===== config.mk =====
export PLATFORM = sky130hd
export DESIGN_NAME = sync_pulse_gen
export DESIGN_NICKNAME = d
export VERILOG_FILES = /design/src/vidgen_pkg.sv /design/src/sync_pulse_gen.sv
export VERILOG_INCLUDE_DIRS = /design/src
export SDC_FILE = /design/constraint.sdc
export NUM_CORES = 1
export LEC_CHECK = 0
export ABC_AREA = 1
export BUFFER_PORTS_ARGS = -buffer_cell sky130_fd_sc_hd__clkbuf_2
export CAP_MARGIN = 10
export CORE_ASPECT_RATIO = 0.8
export CORE_MARGIN = 5
export CORE_UTILIZATION = 55
export CTS_CLUSTER_DIAMETER = 120
export DETAILED_ROUTE_END_ITERATION = 12
export PLACE_DENSITY = 0.69
export SLEW_MARGIN = 20
export SYNTH_ARGS = -nofsm -noshare
export SYNTH_HDL_FRONTEND = slang
export SYNTH_SLANG_ARGS = --single-unit

===== constraint.sdc =====
create_clock -name i_clk -period 4.3 [get_ports i_clk]
set_input_delay 0.43 -clock i_clk [delete_from_list [all_inputs] [get_ports i_clk]]
set_output_delay 0.43 -clock i_clk [all_outputs]
set_load 0.02 [all_outputs]

===== src/vidgen_defines.svh =====
`ifndef VIDGEN_DEFINES_SVH
`define VIDGEN_DEFINES_SVH

////////////////////
// Frame geometry
////////////////////

// Full raster including blanking
`define VID_TOTAL_COLS 384
`define VID_TOTAL_ROWS 288

// Visible window
`define VID_ACTIVE_COLS 288
`define VID_ACTIVE_ROWS 224

// Horizontal sync and porches, in dots
`define VID_HSYNC_W 32
`define VID_HBP 32
`define VID_HFP 32

// Vertical sync and porches, in lines
`define VID_VSYNC_W 8
`define VID_VBP 8
`define VID_VFP 48

////////////////////
// Data widths
////////////////////

// Shared by every column and row counter
`define VID_CNT_W 10
// Per colour component
`define VID_COMP_W 4
// Dot colour index
`define VID_DOT_W 8
// Palette address, bank bit on top of the dot
`define VID_PAL_AW 9

`endif

===== src/vidgen_pkg.sv =====
`default_nettype none

`include "vidgen_defines.svh"

package vidgen_pkg;

	////////////////////
	// Raster timing
	////////////////////

	// Sync pulses are active low, blanks active high
	typedef struct packed {
		logic hsync_n;
		logic vsync_n;
		logic hblank;
		logic vblank;
	} video_timing_t;

	// Position inside the visible window
	// Col and row stay zero outside it
	typedef struct packed {
		logic                  active;
		logic [`VID_CNT_W-1:0] col;
		logic [`VID_CNT_W-1:0] row;
	} video_pos_t;

	////////////////////
	// Colour
	////////////////////

	// One palette entry
	typedef struct packed {
		logic [`VID_COMP_W-1:0] red;
		logic [`VID_COMP_W-1:0] green;
		logic [`VID_COMP_W-1:0] blue;
	} rgb_t;

	// Palette write, bank bit in addr MSB
	typedef struct packed {
		logic [`VID_PAL_AW-1:0] addr;
		rgb_t                   color;
	} pal_wr_t;

	// Frame lock tracker
	typedef enum logic [1:0] {
		LOCK_SEARCH,
		LOCK_WAIT_FRAME,
		LOCK_LOCKED
	} lock_state_e;

endpackage

`default_nettype wire


===== src/sync_pulse_gen.sv =====
`default_nettype none

`include "vidgen_defines.svh"

module sync_pulse_gen (
	input  wire logic                  i_clk,
	input  wire logic                  i_rst_n,
	output vidgen_pkg::video_timing_t  o_timing
);

	// Last count of each counter before wrap
	localparam logic [`VID_CNT_W-1:0] COL_LAST = `VID_CNT_W'(`VID_TOTAL_COLS - 1);
	localparam logic [`VID_CNT_W-1:0] ROW_LAST = `VID_CNT_W'(`VID_TOTAL_ROWS - 1);
	// Pulse ends at these counts
	localparam logic [`VID_CNT_W-1:0] HSYNC_END = `VID_CNT_W'(`VID_HSYNC_W);
	localparam logic [`VID_CNT_W-1:0] VSYNC_END = `VID_CNT_W'(`VID_VSYNC_W);

	logic [`VID_CNT_W-1:0] col_q;
	logic [`VID_CNT_W-1:0] row_q;
	logic [`VID_CNT_W-1:0] col_nxt;
	logic [`VID_CNT_W-1:0] row_nxt;

	////////////////////
	// Raster counters
	////////////////////

	// Row steps when the line wraps
	always_comb begin
		col_nxt = col_q + 1'b1;
		row_nxt = row_q;
		if (col_q == COL_LAST) begin
			col_nxt = '0;
			if (row_q == ROW_LAST)
				row_nxt = '0;
			else
				row_nxt = row_q + 1'b1;
		end
	end

	////////////////////
	// Sync pulses
	////////////////////

	// Compare on the next count so the pulse lines up with col_q and row_q
	// Reset parks at col 0, row 0, both syncs low
	always_ff @(posedge i_clk) begin
		if (!i_rst_n) begin
			col_q    <= '0;
			row_q    <= '0;
			o_timing <= '0;
		end else begin
			col_q            <= col_nxt;
			row_q            <= row_nxt;
			// Low for the first columns of every line
			o_timing.hsync_n <= (col_nxt >= HSYNC_END);
			// Low for the first lines of every frame
			o_timing.vsync_n <= (row_nxt >= VSYNC_END);
			// No blanking at this stage
			o_timing.hblank  <= 1'b0;
			o_timing.vblank  <= 1'b0;
		end
	end

endmodule

`default_nettype wire


==> run summary <==
Share of post-route cells with drive strength above 1 - 0.1611
PortBufs - 3
Multiplexer area fraction after synthesis - 0
Htree depth - 1
XOR/XNOR share of the synthesized area - 0.02123
R2R depth - 8
Final worst path period share - 0.3888
WL final - 2478 um
Post-synth top area share - 0.3559
Die X - 63.03 um
Final nets - 187
Initial antenna violation count - 0
Post-Layout Cell Count - 205
Fmax - 598.1 MHz
Largest net degree at the start of global routing - 14
DR vias - 1080
N_diodes - 0
Min-delay src - i_rst_n
Area growth from synthesis to layout - 4.348%
Total CTS buffers - 3
CTS Hold Buffers Added - 0
Mapped Cells - 176
Setup TNS - 0 ns
WL/cell - 12.09 um
DRT iter0 DRCs - 45
Routed Antenna Nets - 0
EDFF count, synth - 0
CP Class - reg -> reg
Status - finished clean
Vias in the first global route - 944
Minimum clock period - 1.672 ns
CP peak stage delay - 0.40 ns
Hold Path Cell Cnt - 3
Most frequent cell after synthesis - nand2_1
Largest family of logic cells by synthesized area - simple AND/OR/NAND/NOR gates
Cell accounting for the most synthesized area - dfxtp_1
Post_cts resized - 0
Commonest cells in the netlist - 38 x nand2_1, 22 x dfxtp_1, 21 x nor2_1
Synth top area cells - dfxtp_1 36%, nand2_1 12%, nand3_1 7.3%
Req. time, crit path - 4.52 ns
Mapped cell area - 1237 um2
Unrepaired setup endpoints after global routing - no
Predominant post-synthesis flop cell - dfxtp_1
Global-route wire length before repair - 4429 um
IO Count - 6
Worst path most repeated cell - nand2_1
Setup crit end kind - register
Core Area - 2158 um2
Grt met1 use - 0.2503
# Post-CTS Setup Buffers - 0
Post-DP HPWL - 1913 um
Root buf cell - clkbuf_4
GR peak layer - met1
Post-synthesis compound-gate area fraction - 0.06673
GR met3 Demand/Resource - 0.05150
CTS tree - yes
Synth async-reset ratio - 0
Class of the worst hold path - in -> reg
Congestion Overflow GR - 0
Slowest-stage cell, CP - dfxtp_1
Max clock buf depth - 2
Critical R2R Capture - o_timing[2]$_SDFF_PN0_
GP Congestion - 0.8561
Initial Utilization - 0.5733
Clk_skew - 0.004573 ns
Max_cap viols - 0
Seq/Total Area, Yosys - 0.3559
PnR Total Power - 311.6 uW
PD cells - 241.3 nW/um2
Hold Path End - col_q[1]$_SDFF_PN0_
Critical path arrival - 1.89 ns
Die Footprint - 3304 um2
Maximum vdd drop - 0.0001940 V
Util after Layout - 0.5983
Avg Inst Size Synth - 7.031 um2
Startpoint types - register
Critical Path Fanout Max - 4
Clock Latency Late Sink - 0.31 ns
Filler Cell Count - 198
Crit-path cells - ha_1 -> nand2_1 -> nor2_1 -> nand4_1 -> nand3b_1 -> nand2_1 -> o21ai_1 -> nand2_1
Hold Vio Cnt, Final - 0
Synth cell types - 30
R2R Setup Slk - 2.63 ns
Synth Area in Adders - 0.03033
Simple-Gate Fraction of Synth Area - 0.4307
Max-slew violation count - 0
Met2 GRT Util - 0.2440
# setup viols final - 0
Vias/cell - 5.268
#FFs+latches synth - 22
Number of remaining DRC errors - 0
Reg2Reg Launch Point - row_q[1]$_SDFF_PN0_
Chip height - 52.43 um
Yosys warns - 0
Leak - 0.5572 nW
Clk slew on worst S/H paths - 0.12 ns
Clock sinks - 22
DP Cell Count - 202
1st-pass router iterations - 4
Cell Rows - 15
GRT Total Usage - 0.1719
==> placed cells by master, fill, tap and decap left out <==
cell      instances
a21o_1            1
a21oi_1           9
and3_1            1
clkbuf_2          3
clkbuf_4          3
clkinv_2          1
conb_1            2
dfxtp_1          22
ha_1              3
inv_1            19
inv_2             5
nand2_1          38
nand2_2           4
nand3_1          18
nand3_2           2
nand3_4           1
nand3b_1          2
nand4_1           3
nor2_1           21
nor2_2            5
nor2_4            2
nor3_1            3
nor3_2            1
nor3_4            2
nor3b_1           1
o21ai_0           2
o21ai_1           1
o21bai_1          2
xnor2_1           1
xor2_1            2
==> logic make-up after synthesis <==
logic type                 after synthesis
and+or+nand+nor                        104
buffers and inverters                   28
DFF                                     22
AOI/OAI and AO/OA                       15
xor gates and xnor gates                 3
adders and majority gates                3
other                                    1
==> layout make-up <==
class                           instances  area [um2]  share of cell area
Sequential cell                        22       440.4              0.3411
Timing Repair Buffer                    3       15.01             0.01163
Tap cell                               25       31.28             0.02422
Multi-Input combinational cell        127       686.9              0.5320
Clock buffer                            3       22.52             0.01744
Inverter                               25       95.09             0.07364
==> state kept, by name (all words and copies together), names as in the netlist <==
name      flops
row_q        10
o_timing      2
col_q        10
==> where the power goes <==
group          switching (mW)  internal (mW)  leakage (nW)
combinational         0.00772        0.00263         0.366
sequential            0.00216          0.206         0.178
clock                  0.0602         0.0327        0.0138
==> metrics by stage <==
stage                     setup slack [ns]  cell area [um2]  hold slack (ns)
after global routing                 2.451             1291           0.4178
after floorplan                      2.868             1241           0.4333
after detailed placement             2.677             1269           0.4610
after CTS                            2.647             1291           0.4046
final                                2.628             1291           0.4135
after global placement               2.717             1269           0.4479
==> worst max-delay path, delay by kind of cell (launching register included) <==
family / cells / cell delay [ns]
DFF: 1 / 0.40
AOI/OAI and AO/OA: 1 / 0.15
and+or+nand+nor: 6 / 0.77
adders and majority gates: 1 / 0.26
==> routing by layer <==
metal	vias to the layer above	routed length (um)
li1	569	-
met1	472	1293
met2	35	993
met3	4	180
met4	0	10
met5	-	0
==> worst max path at each step <==
| stage | end | cells past startpoint | startpoint |
|---|---|---|---|
| global placement | o_timing[2]$_SDFF_PN0_ | 8 | row_q[0]$_SDFF_PN0_ |
| finish | o_timing[2]$_SDFF_PN0_ | 8 | row_q[1]$_SDFF_PN0_ |
| global route | o_timing[2]$_SDFF_PN0_ | 10 | col_q[0]$_SDFF_PN0_ |
| detailed placement | o_timing[2]$_SDFF_PN0_ | 10 | col_q[0]$_SDFF_PN0_ |
| floorplan | o_timing[2]$_SDFF_PN0_ | 12 | col_q[0]$_SDFF_PN0_ |
| CTS | o_timing[2]$_SDFF_PN0_ | 10 | col_q[0]$_SDFF_PN0_ |
Power figures use the tool's default switching activity.
