<file path="src/vidgen_defines.svh">
`ifndef VIDGEN_DEFINES_SVH
`define VIDGEN_DEFINES_SVH

////////////////////
// Frame geometry
////////////////////

// Full raster including blanking
`define VID_TOTAL_COLS 384
`define VID_TOTAL_ROWS 288

// Visible window
`define VID_ACTIVE_COLS 288
`define VID_ACTIVE_ROWS 224

// Horizontal sync and porches, in dots
`define VID_HSYNC_W 32
`define VID_HBP 32
`define VID_HFP 32

// Vertical sync and porches, in lines
`define VID_VSYNC_W 8
`define VID_VBP 8
`define VID_VFP 48

////////////////////
// Data widths
////////////////////

// Shared by every column and row counter
`define VID_CNT_W 10
// Per colour component
`define VID_COMP_W 4
// Dot colour index
`define VID_DOT_W 8
// Palette address, bank bit on top of the dot
`define VID_PAL_AW 9

`endif
</file>
<file path="src/vidgen_pkg.sv">
`default_nettype none

`include "vidgen_defines.svh"

package vidgen_pkg;

	////////////////////
	// Raster timing
	////////////////////

	// Sync pulses are active low, blanks active high
	typedef struct packed {
		logic hsync_n;
		logic vsync_n;
		logic hblank;
		logic vblank;
	} video_timing_t;

	// Position inside the visible window
	// Col and row stay zero outside it
	typedef struct packed {
		logic                  active;
		logic [`VID_CNT_W-1:0] col;
		logic [`VID_CNT_W-1:0] row;
	} video_pos_t;

	////////////////////
	// Colour
	////////////////////

	// One palette entry
	typedef struct packed {
		logic [`VID_COMP_W-1:0] red;
		logic [`VID_COMP_W-1:0] green;
		logic [`VID_COMP_W-1:0] blue;
	} rgb_t;

	// Palette write, bank bit in addr MSB
	typedef struct packed {
		logic [`VID_PAL_AW-1:0] addr;
		rgb_t                   color;
	} pal_wr_t;

	// Frame lock tracker
	typedef enum logic [1:0] {
		LOCK_SEARCH,
		LOCK_WAIT_FRAME,
		LOCK_LOCKED
	} lock_state_e;

endpackage

`default_nettype wire

</file>
<file path="src/blanking_to_count.sv">
`default_nettype none

`include "vidgen_defines.svh"

module blanking_to_count (
	input  wire logic                       i_clk,
	input  wire logic                       i_rst_n,
	input  wire vidgen_pkg::video_timing_t  i_timing,
	output vidgen_pkg::video_timing_t       o_timing,
	output vidgen_pkg::video_pos_t          o_pos,
	output logic                            o_locked
);

	import vidgen_pkg::*;

	// Expected visible size
	localparam logic [`VID_CNT_W-1:0] ACT_COLS = `VID_CNT_W'(`VID_ACTIVE_COLS);
	localparam logic [`VID_CNT_W-1:0] ACT_ROWS = `VID_CNT_W'(`VID_ACTIVE_ROWS);
	localparam logic [`VID_CNT_W-1:0] CNT_MAX  = '1;

	lock_state_e           state_q;
	lock_state_e           state_nxt;
	logic                  vsync_prev;
	logic                  hblank_prev;
	logic                  v_edge;
	logic                  hb_rise;
	logic                  in_active;
	logic                  locked;
	logic                  frame_ok;
	logic                  width_err;
	logic [`VID_CNT_W-1:0] dot_cnt;
	logic [`VID_CNT_W-1:0] row_cnt;
	logic [`VID_CNT_W-1:0] meas_rows;

	// Frame starts on vsync fall, line ends on hblank rise
	assign v_edge    = vsync_prev & ~i_timing.vsync_n;
	assign hb_rise   = ~hblank_prev & i_timing.hblank;
	assign in_active = ~i_timing.hblank & ~i_timing.vblank;
	assign locked    = (state_q == LOCK_LOCKED);
	assign o_locked  = locked;

	// Every line had the right width and the line count matches
	assign frame_ok = ~width_err && (meas_rows == ACT_ROWS);

	////////////////////
	// Lock FSM
	////////////////////

	always_comb begin
		state_nxt = state_q;
		case (state_q)
			LOCK_SEARCH: begin
				// Measurement starts at this edge
				if (v_edge)
					state_nxt = LOCK_WAIT_FRAME;
			end
			LOCK_WAIT_FRAME: begin
				// Bad frame just restarts the measurement
				if (v_edge && frame_ok)
					state_nxt = LOCK_LOCKED;
			end
			LOCK_LOCKED: begin
				if (v_edge && !frame_ok)
					state_nxt = LOCK_SEARCH;
			end
			default: state_nxt = LOCK_SEARCH;
		endcase
	end

	////////////////////
	// Counters, outputs
	////////////////////

	always_ff @(posedge i_clk) begin
		if (!i_rst_n) begin
			state_q     <= LOCK_SEARCH;
			// First low vsync after reset counts as an edge
			vsync_prev  <= 1'b1;
			hblank_prev <= 1'b1;
			dot_cnt     <= '0;
			row_cnt     <= '0;
			meas_rows   <= '0;
			width_err   <= 1'b0;
			o_timing    <= '{hsync_n: 1'b0, vsync_n: 1'b0, hblank: 1'b1, vblank: 1'b1};
			o_pos       <= '0;
		end else begin
			state_q     <= state_nxt;
			vsync_prev  <= i_timing.vsync_n;
			hblank_prev <= i_timing.hblank;

			// Dots in current line, cleared in blanking
			if (!in_active)
				dot_cnt <= '0;
			else if (dot_cnt != CNT_MAX)
				dot_cnt <= dot_cnt + 1'b1;

			// Held at zero through vblank, steps at end of each line
			if (i_timing.vblank)
				row_cnt <= '0;
			else if (hb_rise)
				row_cnt <= row_cnt + 1'b1;

			// Per-frame size measurement
			if (v_edge) begin
				meas_rows <= '0;
				width_err <= 1'b0;
			end else if (hb_rise && !i_timing.vblank) begin
				if (meas_rows != CNT_MAX)
					meas_rows <= meas_rows + 1'b1;
				// dot_cnt still holds the finished line here
				if (dot_cnt != ACT_COLS)
					width_err <= 1'b1;
			end

			// Position in step with the delayed timing
			o_timing     <= i_timing;
			o_pos.active <= locked & in_active;
			o_pos.col    <= (locked && in_active) ? dot_cnt : '0;
			o_pos.row    <= (locked && in_active) ? row_cnt : '0;
		end
	end

endmodule

`default_nettype wire

</file>
<file path="config.mk">
export PLATFORM = sky130hd
export DESIGN_NAME = blanking_to_count
export DESIGN_NICKNAME = d
export VERILOG_FILES = /design/src/vidgen_pkg.sv /design/src/blanking_to_count.sv
export VERILOG_INCLUDE_DIRS = /design/src
export SDC_FILE = /design/constraint.sdc
export NUM_CORES = 1
export LEC_CHECK = 0
export CORE_MARGIN = 10
export CORE_UTILIZATION = 40
export DETAILED_ROUTE_END_ITERATION = 8
export DONT_BUFFER_PORTS = 1
export HOLD_SLACK_MARGIN = 0.06
export SLEW_MARGIN = 0
export SYNTH_ARGS = -nofsm -noshare
export SYNTH_HDL_FRONTEND = slang
export SYNTH_SLANG_ARGS = --single-unit
</file>
<file path="constraint.sdc">
create_clock -name i_clk -period 4.6 [get_ports i_clk]
set_input_delay 0.92 -clock i_clk [delete_from_list [all_inputs] [get_ports i_clk]]
set_output_delay 0.92 -clock i_clk [all_outputs]
set_load 0.05 [all_outputs]
</file>
==> results.toml <==
[synthesis]
synth_edf_count = 0
synth.distinct_cells = 36
ys_seq_area_share_pct = 51.8
async_reset_ff_share_pct = 0
synth_fp_nets = 253
mappedNetlistArea_um2 = 2280
synthCells = 242
synth_seq_cells = 59
synth_warnings = 0
synth.avg_cell_area_um2 = 9.43
synth_top_flop_cell = "dfxtp_1"

[clocking]
hold_buffers = 0
h-tree-depth = 3
clk_latency_ps = 330
cts_max_path_buffers = 2
cts_resized = 0
cts_buffers = 9
clockRootBuffer = "clkbuf_8"
clkSinkCount = 59
path_clk_slew_ps = 60
postCtsSetupBuffers = 0
cts_tree = "done"

[power]
p_comb_share_pct = 1.7
powerDensity_nw_per_um2 = 418
p_int_w = 0.000855
irDropWorstVdd_uv = 169
switching_share_pct = 20.0
seqPwrFrac_pct = 49.0
p_leak_nw = 0.965
clock_power_share_pct = 49.3
p_switching_w = 0.000214

[min_path]
hold_start = "state_q[1]"
min_path_type = "reg -> reg"

[detailed_routing]
drt_iter0_drc = 38
drc = 0
vias = 1673
wl_per_cell_um = 13.7
drtAntennaViolNets = 0
wirelength_um = 4400
via_per_inst = 5.20
firstDrtPassIters = 4

[global_routing]
grt_use_met2_pct = 15.2
grt_pass1_wl_um = 7180
met3_usage_pct = 4.16
antenna_found_initial = 0
grt_pass1_vias = 1562
top_usage_layer = "met2"
grt_max_degree = 21
grt_overflow = 0
grtUsageMet1_pct = 11.7
track_usage_pct = 10.1

[worst_setup_path]
critPathRequiredTime_ps = 3680
critPathKind = "reg -> out"
path_max_fanout = 18
startpoint = "state_q[0]"
cp-end-kind = "output port"
start_kind = "flop"
rrSetupSlack_ps = 2710
cp_data_arrival_time_ps = 1570
r2r-start = "hblank_prev"

[finish]
nFillCells = 518
drive_above_1_share_pct = 7.60
stdcell_area_um2 = 2560
nets = 256
syn2layout_area_growth_pct = 12.1
final_common_cell = "dfxtp_1"
fin_cells = 322
final_cell_mix = "59 x dfxtp_1, 24 x nor2_1, 18 x and3_1"
diodes = 0

[die]
dieHeight_um = 95.5
core_um2 = 5510
rows = 27
start_util_pct = 41.4
ios = 32
die_x_um = 95.5
dieArea_um2 = 9120

[sta]
drv_slew = 0
post-route-min-period_ps = 2490
slew_headroom_pct = 38.1
timing.final.crit_share_pct = 54.1
rsz0062_at_grt = "no"
tightestPinTransition_ps = 924
tns_ps = 0
max_freq_mhz = 402
hold_violations = 0
finClkSkew_ps = 6.31
finalSetupViolations = 0

[placed_design]
dp_hpwl_um = 3050
portBuffers = 0
place_area_um2 = 2330
placedCellCount = 306
gp_congestion = 0.786

[flow_run]
maxCapViolations = 0

[status]
outcome = "finished, final reports clean"
## flip-flops by register name, indices dropped and copies added, names as in the netlist
| signal | flops |
|---|---|
| dot_cnt | 10 |
| hblank_prev | 1 |
| meas_rows | 10 |
| o_pos | 21 |
| o_timing | 3 |
| row_cnt | 10 |
| state_q | 2 |
| vsync_prev | 1 |
| width_err | 1 |
## cell usage after synthesis (3+ instances only)
| cell | n | area (um^2) |
|---|---|---|
| mux2i_1 | 3 | 30.0 |
| nor4b_1 | 4 | 35.0 |
| or3_1 | 6 | 37.5 |
| o211ai_1 | 3 | 22.5 |
| xnor2_1 | 4 | 35.0 |
| ha_1 | 5 | 62.6 |
| dfxtp_1 | 59 | 1180 |
| nor2b_1 | 3 | 18.8 |
| o21ai_0 | 7 | 35.0 |
| inv_1 | 8 | 30.0 |
| and2_1 | 3 | 18.8 |
| a21oi_1 | 11 | 55.1 |
| clkbuf_1 | 5 | 18.8 |
| and3_1 | 18 | 113 |
| xor2_1 | 8 | 70.1 |
| nand4_1 | 7 | 43.8 |
| or4_1 | 3 | 22.5 |
| nand3_1 | 12 | 60.1 |
| nor3_1 | 9 | 45.0 |
| nand2_1 | 15 | 56.3 |
| nand2b_1 | 6 | 37.5 |
| nor2_1 | 24 | 90.1 |
| a31oi_1 | 3 | 18.8 |
## area by class of cell
class	count	area (um^2)	area share, %
sequential	59	1180	46.2
multi-input combinational	167	1030	40.2
clock buffer	12	155	6.07
tap	72	90.1	3.52
clock inverter	4	72.6	2.84
inverter	8	30.0	1.17
## worst max-delay path, cell delays in order (launching register included)
cell,delay (ps)
dfxtp_1,320
nand2b_1,270
inv_1,650
## per-stage QoR
| step | utilization [%] | power, W | worst slack [ps] | hold slack, ps |
|---|---|---|---|---|
| floorplan | - | 0.000552 | 2470 | 424 |
| global placement | 42.3 | 0.000554 | 2170 | 436 |
| detailed placement | 42.3 | 0.000554 | 2100 | 445 |
| CTS | 46.4 | 0.00108 | 2070 | 453 |
| global route | 46.4 | 0.00111 | 2010 | 499 |
| finish | 46.4 | 0.00107 | 2110 | 455 |
## logic make-up after synthesis
logic type / count (synthesis) / share of synthesized area (%)
adder cells (fa/ha/maj): 5 / 2.74
buffers and inverters: 16 / 3.18
AND/OR/NAND/NOR: 117 / 28.3
AO/OA/AOI/OAI: 30 / 8.06
multiplexers: 3 / 1.32
flip-flops: 59 / 51.8
XOR/XNOR: 12 / 4.61
## layer usage
metal  vias to the layer above  routed length, um
met5                         -                  0
met4                         0                106
met3                        11                356
met2                        43               1890
met1                       758               2050
li1                        861                  -
## power by group through the flow
| stage | Clock (W) | Combinational, W | Sequential, W |
|---|---|---|---|
| after global placement | 0 | 0.0000176 | 0.000536 |
| after detailed placement | 0 | 0.0000181 | 0.000536 |
| after global routing | 0.000566 | 0.0000201 | 0.000525 |
| final | 0.000527 | 0.0000179 | 0.000525 |
| after floorplan | 0 | 0.0000183 | 0.000533 |
| after CTS | 0.000539 | 0.0000182 | 0.000525 |
## path summary, 6_finish.rpt
path	to	cells past startpoint
worst max-delay path	o_locked	2
worst min-delay path	state_q[0]	1
worst max register to register	meas_rows[9]	4
worst min register to register	state_q[0]	1
No activity file was read; power rests on OpenSTA's default activity.
