File: src/vidgen_defines.svh
`ifndef VIDGEN_DEFINES_SVH
`define VIDGEN_DEFINES_SVH

////////////////////
// Frame geometry
////////////////////

// Full raster including blanking
`define VID_TOTAL_COLS 384
`define VID_TOTAL_ROWS 288

// Visible window
`define VID_ACTIVE_COLS 288
`define VID_ACTIVE_ROWS 224

// Horizontal sync and porches, in dots
`define VID_HSYNC_W 32
`define VID_HBP 32
`define VID_HFP 32

// Vertical sync and porches, in lines
`define VID_VSYNC_W 8
`define VID_VBP 8
`define VID_VFP 48

////////////////////
// Data widths
////////////////////

// Shared by every column and row counter
`define VID_CNT_W 10
// Per colour component
`define VID_COMP_W 4
// Dot colour index
`define VID_DOT_W 8
// Palette address, bank bit on top of the dot
`define VID_PAL_AW 9

`endif
File: src/vidgen_pkg.sv
`default_nettype none

`include "vidgen_defines.svh"

package vidgen_pkg;

	////////////////////
	// Raster timing
	////////////////////

	// Sync pulses are active low, blanks active high
	typedef struct packed {
		logic hsync_n;
		logic vsync_n;
		logic hblank;
		logic vblank;
	} video_timing_t;

	// Position inside the visible window
	// Col and row stay zero outside it
	typedef struct packed {
		logic                  active;
		logic [`VID_CNT_W-1:0] col;
		logic [`VID_CNT_W-1:0] row;
	} video_pos_t;

	////////////////////
	// Colour
	////////////////////

	// One palette entry
	typedef struct packed {
		logic [`VID_COMP_W-1:0] red;
		logic [`VID_COMP_W-1:0] green;
		logic [`VID_COMP_W-1:0] blue;
	} rgb_t;

	// Palette write, bank bit in addr MSB
	typedef struct packed {
		logic [`VID_PAL_AW-1:0] addr;
		rgb_t                   color;
	} pal_wr_t;

	// Frame lock tracker
	typedef enum logic [1:0] {
		LOCK_SEARCH,
		LOCK_WAIT_FRAME,
		LOCK_LOCKED
	} lock_state_e;

endpackage

`default_nettype wire

File: src/sync_to_blanking.sv
`default_nettype none

`include "vidgen_defines.svh"

module sync_to_blanking (
	input  wire logic                       i_clk,
	input  wire logic                       i_rst_n,
	input  wire vidgen_pkg::video_timing_t  i_timing,
	output vidgen_pkg::video_timing_t       o_timing
);

	// Visible window, counted from the sync falls
	localparam logic [`VID_CNT_W-1:0] H_ACT_START = `VID_CNT_W'(`VID_HSYNC_W + `VID_HBP);
	localparam logic [`VID_CNT_W-1:0] H_ACT_END   =
		`VID_CNT_W'(`VID_HSYNC_W + `VID_HBP + `VID_ACTIVE_COLS);
	localparam logic [`VID_CNT_W-1:0] V_ACT_START = `VID_CNT_W'(`VID_VSYNC_W + `VID_VBP);
	localparam logic [`VID_CNT_W-1:0] V_ACT_END   =
		`VID_CNT_W'(`VID_VSYNC_W + `VID_VBP + `VID_ACTIVE_ROWS);
	localparam logic [`VID_CNT_W-1:0] CNT_MAX     = '1;

	logic                  hsync_prev;
	logic                  vsync_prev;
	logic                  h_fall;
	logic                  v_fall;
	logic                  v_seen_q;
	logic                  v_seen;
	logic                  h_vis;
	logic                  v_vis;
	logic [`VID_CNT_W-1:0] col_q;
	logic [`VID_CNT_W-1:0] row_q;
	logic [`VID_CNT_W-1:0] col_cur;
	logic [`VID_CNT_W-1:0] row_cur;

	////////////////////
	// Edge detect
	////////////////////

	// Prev regs park high, so the low syncs out of reset give the first edges
	assign h_fall = hsync_prev & ~i_timing.hsync_n;
	assign v_fall = vsync_prev & ~i_timing.vsync_n;
	// Blanking only trusted once a frame start was seen
	assign v_seen = v_seen_q | v_fall;

	////////////////////
	// Rebuilt position
	////////////////////

	// Position of the incoming sample
	// Both counters saturate when no sync arrives
	always_comb begin
		col_cur = col_q;
		if (h_fall)
			col_cur = '0;
		else if (col_q != CNT_MAX)
			col_cur = col_q + 1'b1;
		row_cur = row_q;
		if (v_fall)
			row_cur = '0;
		else if (h_fall && row_q != CNT_MAX)
			row_cur = row_q + 1'b1;
	end

	// Inside the porches on each axis
	assign h_vis = (col_cur >= H_ACT_START) && (col_cur < H_ACT_END);
	assign v_vis = (row_cur >= V_ACT_START) && (row_cur < V_ACT_END);

	////////////////////
	// Output register
	////////////////////

	// Syncs pass through one stage, blanks computed for the same sample
	always_ff @(posedge i_clk) begin
		if (!i_rst_n) begin
			hsync_prev <= 1'b1;
			vsync_prev <= 1'b1;
			v_seen_q   <= 1'b0;
			col_q      <= '0;
			row_q      <= '0;
			o_timing   <= '{hsync_n: 1'b0, vsync_n: 1'b0, hblank: 1'b1, vblank: 1'b1};
		end else begin
			hsync_prev       <= i_timing.hsync_n;
			vsync_prev       <= i_timing.vsync_n;
			v_seen_q         <= v_seen;
			col_q            <= col_cur;
			row_q            <= row_cur;
			o_timing.hsync_n <= i_timing.hsync_n;
			o_timing.vsync_n <= i_timing.vsync_n;
			// Held high until the first vsync fall
			o_timing.hblank  <= ~(v_seen && h_vis);
			o_timing.vblank  <= ~(v_seen && v_vis);
		end
	end

endmodule

`default_nettype wire

File: config.mk
export PLATFORM = sky130hd
export DESIGN_NAME = sync_to_blanking
export DESIGN_NICKNAME = d
export VERILOG_FILES = /design/src/vidgen_pkg.sv /design/src/sync_to_blanking.sv
export VERILOG_INCLUDE_DIRS = /design/src
export SDC_FILE = /design/constraint.sdc
export NUM_CORES = 1
export LEC_CHECK = 0
export BUFFER_PORTS_ARGS = -buffer_cell sky130_fd_sc_hd__buf_2
export CAP_MARGIN = 20
export CORE_MARGIN = 10
export CORE_UTILIZATION = 52
export CTS_CLUSTER_DIAMETER = 30
export CTS_CLUSTER_SIZE = 12
export DETAILED_ROUTE_END_ITERATION = 10
export PLACE_DENSITY_LB_ADDON = 0.3
export SETUP_SLACK_MARGIN = 0.15
export SLEW_MARGIN = 15
export SYNTH_ARGS = -nofsm -noshare
export SYNTH_HDL_FRONTEND = slang
export SYNTH_SLANG_ARGS = --single-unit
export TNS_END_PERCENT = 5
File: constraint.sdc
create_clock -name i_clk -period 1.8 [get_ports i_clk]
set_input_delay 0.18 -clock i_clk [delete_from_list [all_inputs] [get_ports i_clk]]
set_output_delay 0.18 -clock i_clk [all_outputs]
set_load 0.02 [all_outputs]
==> run_results.csv <==
group,metric,value,unit
pwr,post-layout-total-power,959,uW
routing,routed-via-count,1158,
clocking,cts.sinks,27,
placement,placed_area,0.00152,mm2
clocking,cts_htree_levels,1,
global_route,grt_antenna_before_repair,0,
global_route,total_routing_usage_reported_by_global_routing,11.8,%
synthesis,synth_top_cells_by_area,"sky130_fd_sc_hd__dfxtp_1, sky130_fd_sc_hd__nor2_1, sky130_fd_sc_hd__xor2_1, sky130_fd_sc_hd__nand3_1, sky130_fd_sc_hd__nand2_1",
routing,drt-total-wl,2.97,mm
synthesis,synth_area,0.00126,mm2
global_route,first_global_vias,1115,
sta,report.final.hold_viol_count,0,
routing,detail_route.vias_per_cell,5.70,
die,design.core.area,0.00225,mm2
routing,drc,0,
sta,timing.final.max_slew_violations,0,
setup_path,setup.worst_path.start_class,"flop",
placement,place.detailed.hpwl,2.04,mm
setup_path,crit_arrival,2.20,ns
sta,worstMarginPinSlew,0.359,ns
setup_path,critPathKind,"reg -> reg",
placement,port_buffers,7,
synthesis,synth_common_cells,"sky130_fd_sc_hd__dfxtp_1, sky130_fd_sc_hd__nor2_1, sky130_fd_sc_hd__nand2_1",
status,violations,"setup timing",
pwr,p_leak,0.649,nW
setup_path,cp_max_fo,4,
placement,place_ws,-0.119,ns
die,dieHeight,69.2,um
synthesis,synth-async-reset-ratio,0,%
synthesis,synth_warnings,0,
global_route,grt_first_pass_wirelength,4.95,mm
sta,layout_setup_ws,-0.174,ns
placement,gp_weighted_congestion,0.787,
synthesis,synth-main-ff-cell,"sky130_fd_sc_hd__dfxtp_1",
pwr,vdd_ir_drop_max,0.000455,V
clocking,cts_buffer_depth,2,
die,start_util,55.8,%
routing,detail-route-antenna-nets,0,
routing,initialDrtViolationCount,62,
setup_path,crit_path_end_kind,"flop",
die,fp.dieArea,0.00479,mm2
clocking,cts_tree,"yes",
placement,dp.cells,193,
synthesis,most_instantiated_library_cell_after_synthesis,"sky130_fd_sc_hd__dfxtp_1",
clocking,clock_slew_seen_by_the_registers_of_the_worst_setup_and_hold_paths,0.16,ns
die,dieWidth,69.2,um
synthesis,ys_seq_elements,27,
die,num_rows,17,
status,run_status,"finished with violations",
synthesis,synth_top_area_cell,"sky130_fd_sc_hd__dfxtp_1",
synthesis,net_count_of_the_mapped_netlist,149,
sta,timing.clock.skew,0.00988,ns
layout,number_of_antenna_diodes,0,
synthesis,post_synth_num_cell_types,40,
flow_run,drv.max_cap_violation_count,0,
clocking,total_cts_buffers,3,
die,ioPinCount,10,
setup_path,worst-endpoint-required,2.02,ns
clocking,worst_skew_pair.late_latency,0.34,ns
synthesis,synth_sequential_area_ratio,42.9,%
sta,rsz0062_at_grt,"true",
clocking,cts.root.buffer_cell,"sky130_fd_sc_hd__clkbuf_4",
sta,final_period_minus_worst_setup_slack,1.97,ns
layout,post-route-util,74.5,%
routing,drt-pass1-iter-count,4,
sta,report.final.setup_viol,1,
pwr,cellPowerDensity,571,mW/mm2
clocking,post_cts_hold_buffer_count,0,
sta,worst_slew_margin_rel,76.0,%
global_route,gr-total-overflow,0,
layout,nets,184,
layout,area_delta_synth_final,33.5,%
layout,drive_above_1_share,42.3,%
sta,max_freq,0.507,GHz
hold_path,hold_class,"in -> reg",
sta,fin_worst_hold_slack,0.0485,ns
layout,post-route-cell-area,0.00168,mm2
sta,setup_tns,-0.174,ns
synthesis,syn-mean-instance-area,8.93,um2
layout,stdcell_count,203,
routing,wire_per_inst,14.6,um
synthesis,postSynthCellCount,141,
synthesis,synth_enable_flop_cells,0,
global_route,grt_max_degree,17,
synthesis,netlist.area_leader.share,42.9,%
sta,finalCritPeriodShare,110,%
## cell usage in the layout, fill, tap and decap left out, types with 2 or more instances in the layout
cell                       Yosys  routed
sky130_fd_sc_hd__and4_2        0       2
sky130_fd_sc_hd__nand2b_1      4       4
sky130_fd_sc_hd__nor3b_1       2       2
sky130_fd_sc_hd__buf_2         0       7
sky130_fd_sc_hd__dfxtp_2       0       7
sky130_fd_sc_hd__inv_1         2       2
sky130_fd_sc_hd__nand3_1       8       6
sky130_fd_sc_hd__xor2_1        5       5
sky130_fd_sc_hd__a31o_2        2       2
sky130_fd_sc_hd__nand2_1      10      10
sky130_fd_sc_hd__nor2b_1       2       2
sky130_fd_sc_hd__dfxtp_1      27      14
sky130_fd_sc_hd__nor3_1        3       2
sky130_fd_sc_hd__buf_6         0       2
sky130_fd_sc_hd__dfxtp_4       0       6
sky130_fd_sc_hd__and3_1        3       2
sky130_fd_sc_hd__buf_4         1      24
sky130_fd_sc_hd__nand4_1       4       4
sky130_fd_sc_hd__a211oi_1      2       2
sky130_fd_sc_hd__o21ai_0       5       3
sky130_fd_sc_hd__a31oi_1       5       5
sky130_fd_sc_hd__nand3_2       0       2
sky130_fd_sc_hd__nor2_1       19      18
sky130_fd_sc_hd__and2_1        4       4
sky130_fd_sc_hd__mux2i_1       2       2
sky130_fd_sc_hd__clkbuf_4      0       3
sky130_fd_sc_hd__xnor2_1       4       4
sky130_fd_sc_hd__a21oi_1       2       2
sky130_fd_sc_hd__ha_4          0       2
## kinds of logic (layout without fill, tap and decap cells)
kind of cell / after synthesis / after routing / synth area share (%)
buf+inv: 5 / 39 / 1.79
flops: 27 / 27 / 42.9
fa+ha+maj: 2 / 2 / 1.99
simple gates: 71 / 71 / 30.3
xor+xnor: 9 / 9 / 6.26
mux: 3 / 3 / 2.49
compound gates: 24 / 24 / 14.2
## registers in the layout, indices dropped and copies added (netlist names)
name,cells
col_q,10
o_timing,4
hsync_prev,1
vsync_prev,1
row_q,10
v_seen_q,1
## metal layers
metal  vias up  global-route usage [%]  wire [um]
met1       546                    14.5       1390
li1        578                       -          -
met2        29                    18.8       1410
met3         5                    2.57        129
met5         -                       0          0
met4         0                    5.54         44
## worst paths after layout
| check | start | depth (start not counted) | slack [ns] | end |
|---|---|---|---|---|
| worst max-delay path | hsync_prev | 6 | -0.17 | o_timing[0] |
| worst min-delay path | i_timing[2] | 2 | 0.05 | vsync_prev |
| worst max register to register | hsync_prev | 6 | -0.17 | o_timing[0] |
| worst min register to register | col_q[2] | 1 | 0.50 | col_q[2] |
## what timing repair did
action                     4_1_cts  5_1_grt
buffers inserted                 3        3
setup endpoints to repair        2        7
hold endpoints to repair         0        0
pin swaps                        4        4
resized for setup               12       18
## cell type report
| cell class | instances | area (um2) |
|---|---|---|
| Multi-Input combinational cell | 109 | 800 |
| Fill cell | 167 | 574 |
| Sequential cell | 27 | 572 |
| Timing Repair Buffer | 33 | 238 |
| Tap cell | 28 | 35.0 |
| Clock buffer | 3 | 22.5 |
| Inverter | 2 | 7.51 |
| Clock inverter | 1 | 6.26 |
## power breakdown
| part | internal [mW] | switching [mW] | leakage [nW] | total, mW |
|---|---|---|---|---|
| sequential | 0.605 | 0.0110 | 0.227 | 0.616 |
| combinational | 0.0277 | 0.0358 | 0.404 | 0.0635 |
| clock | 0.0870 | 0.193 | 0.0183 | 0.280 |
## worst max-delay path, stage by stage (launching register included)
cell	delay [ns]
sky130_fd_sc_hd__dfxtp_2	0.37
sky130_fd_sc_hd__nand4b_1	0.24
sky130_fd_sc_hd__buf_4	0.23
sky130_fd_sc_hd__nor2_1	0.16
sky130_fd_sc_hd__xnor2_1	0.14
sky130_fd_sc_hd__and3_1	0.20
sky130_fd_sc_hd__or4_4	0.53
Note: power is estimated with default switching activity, not from simulation.
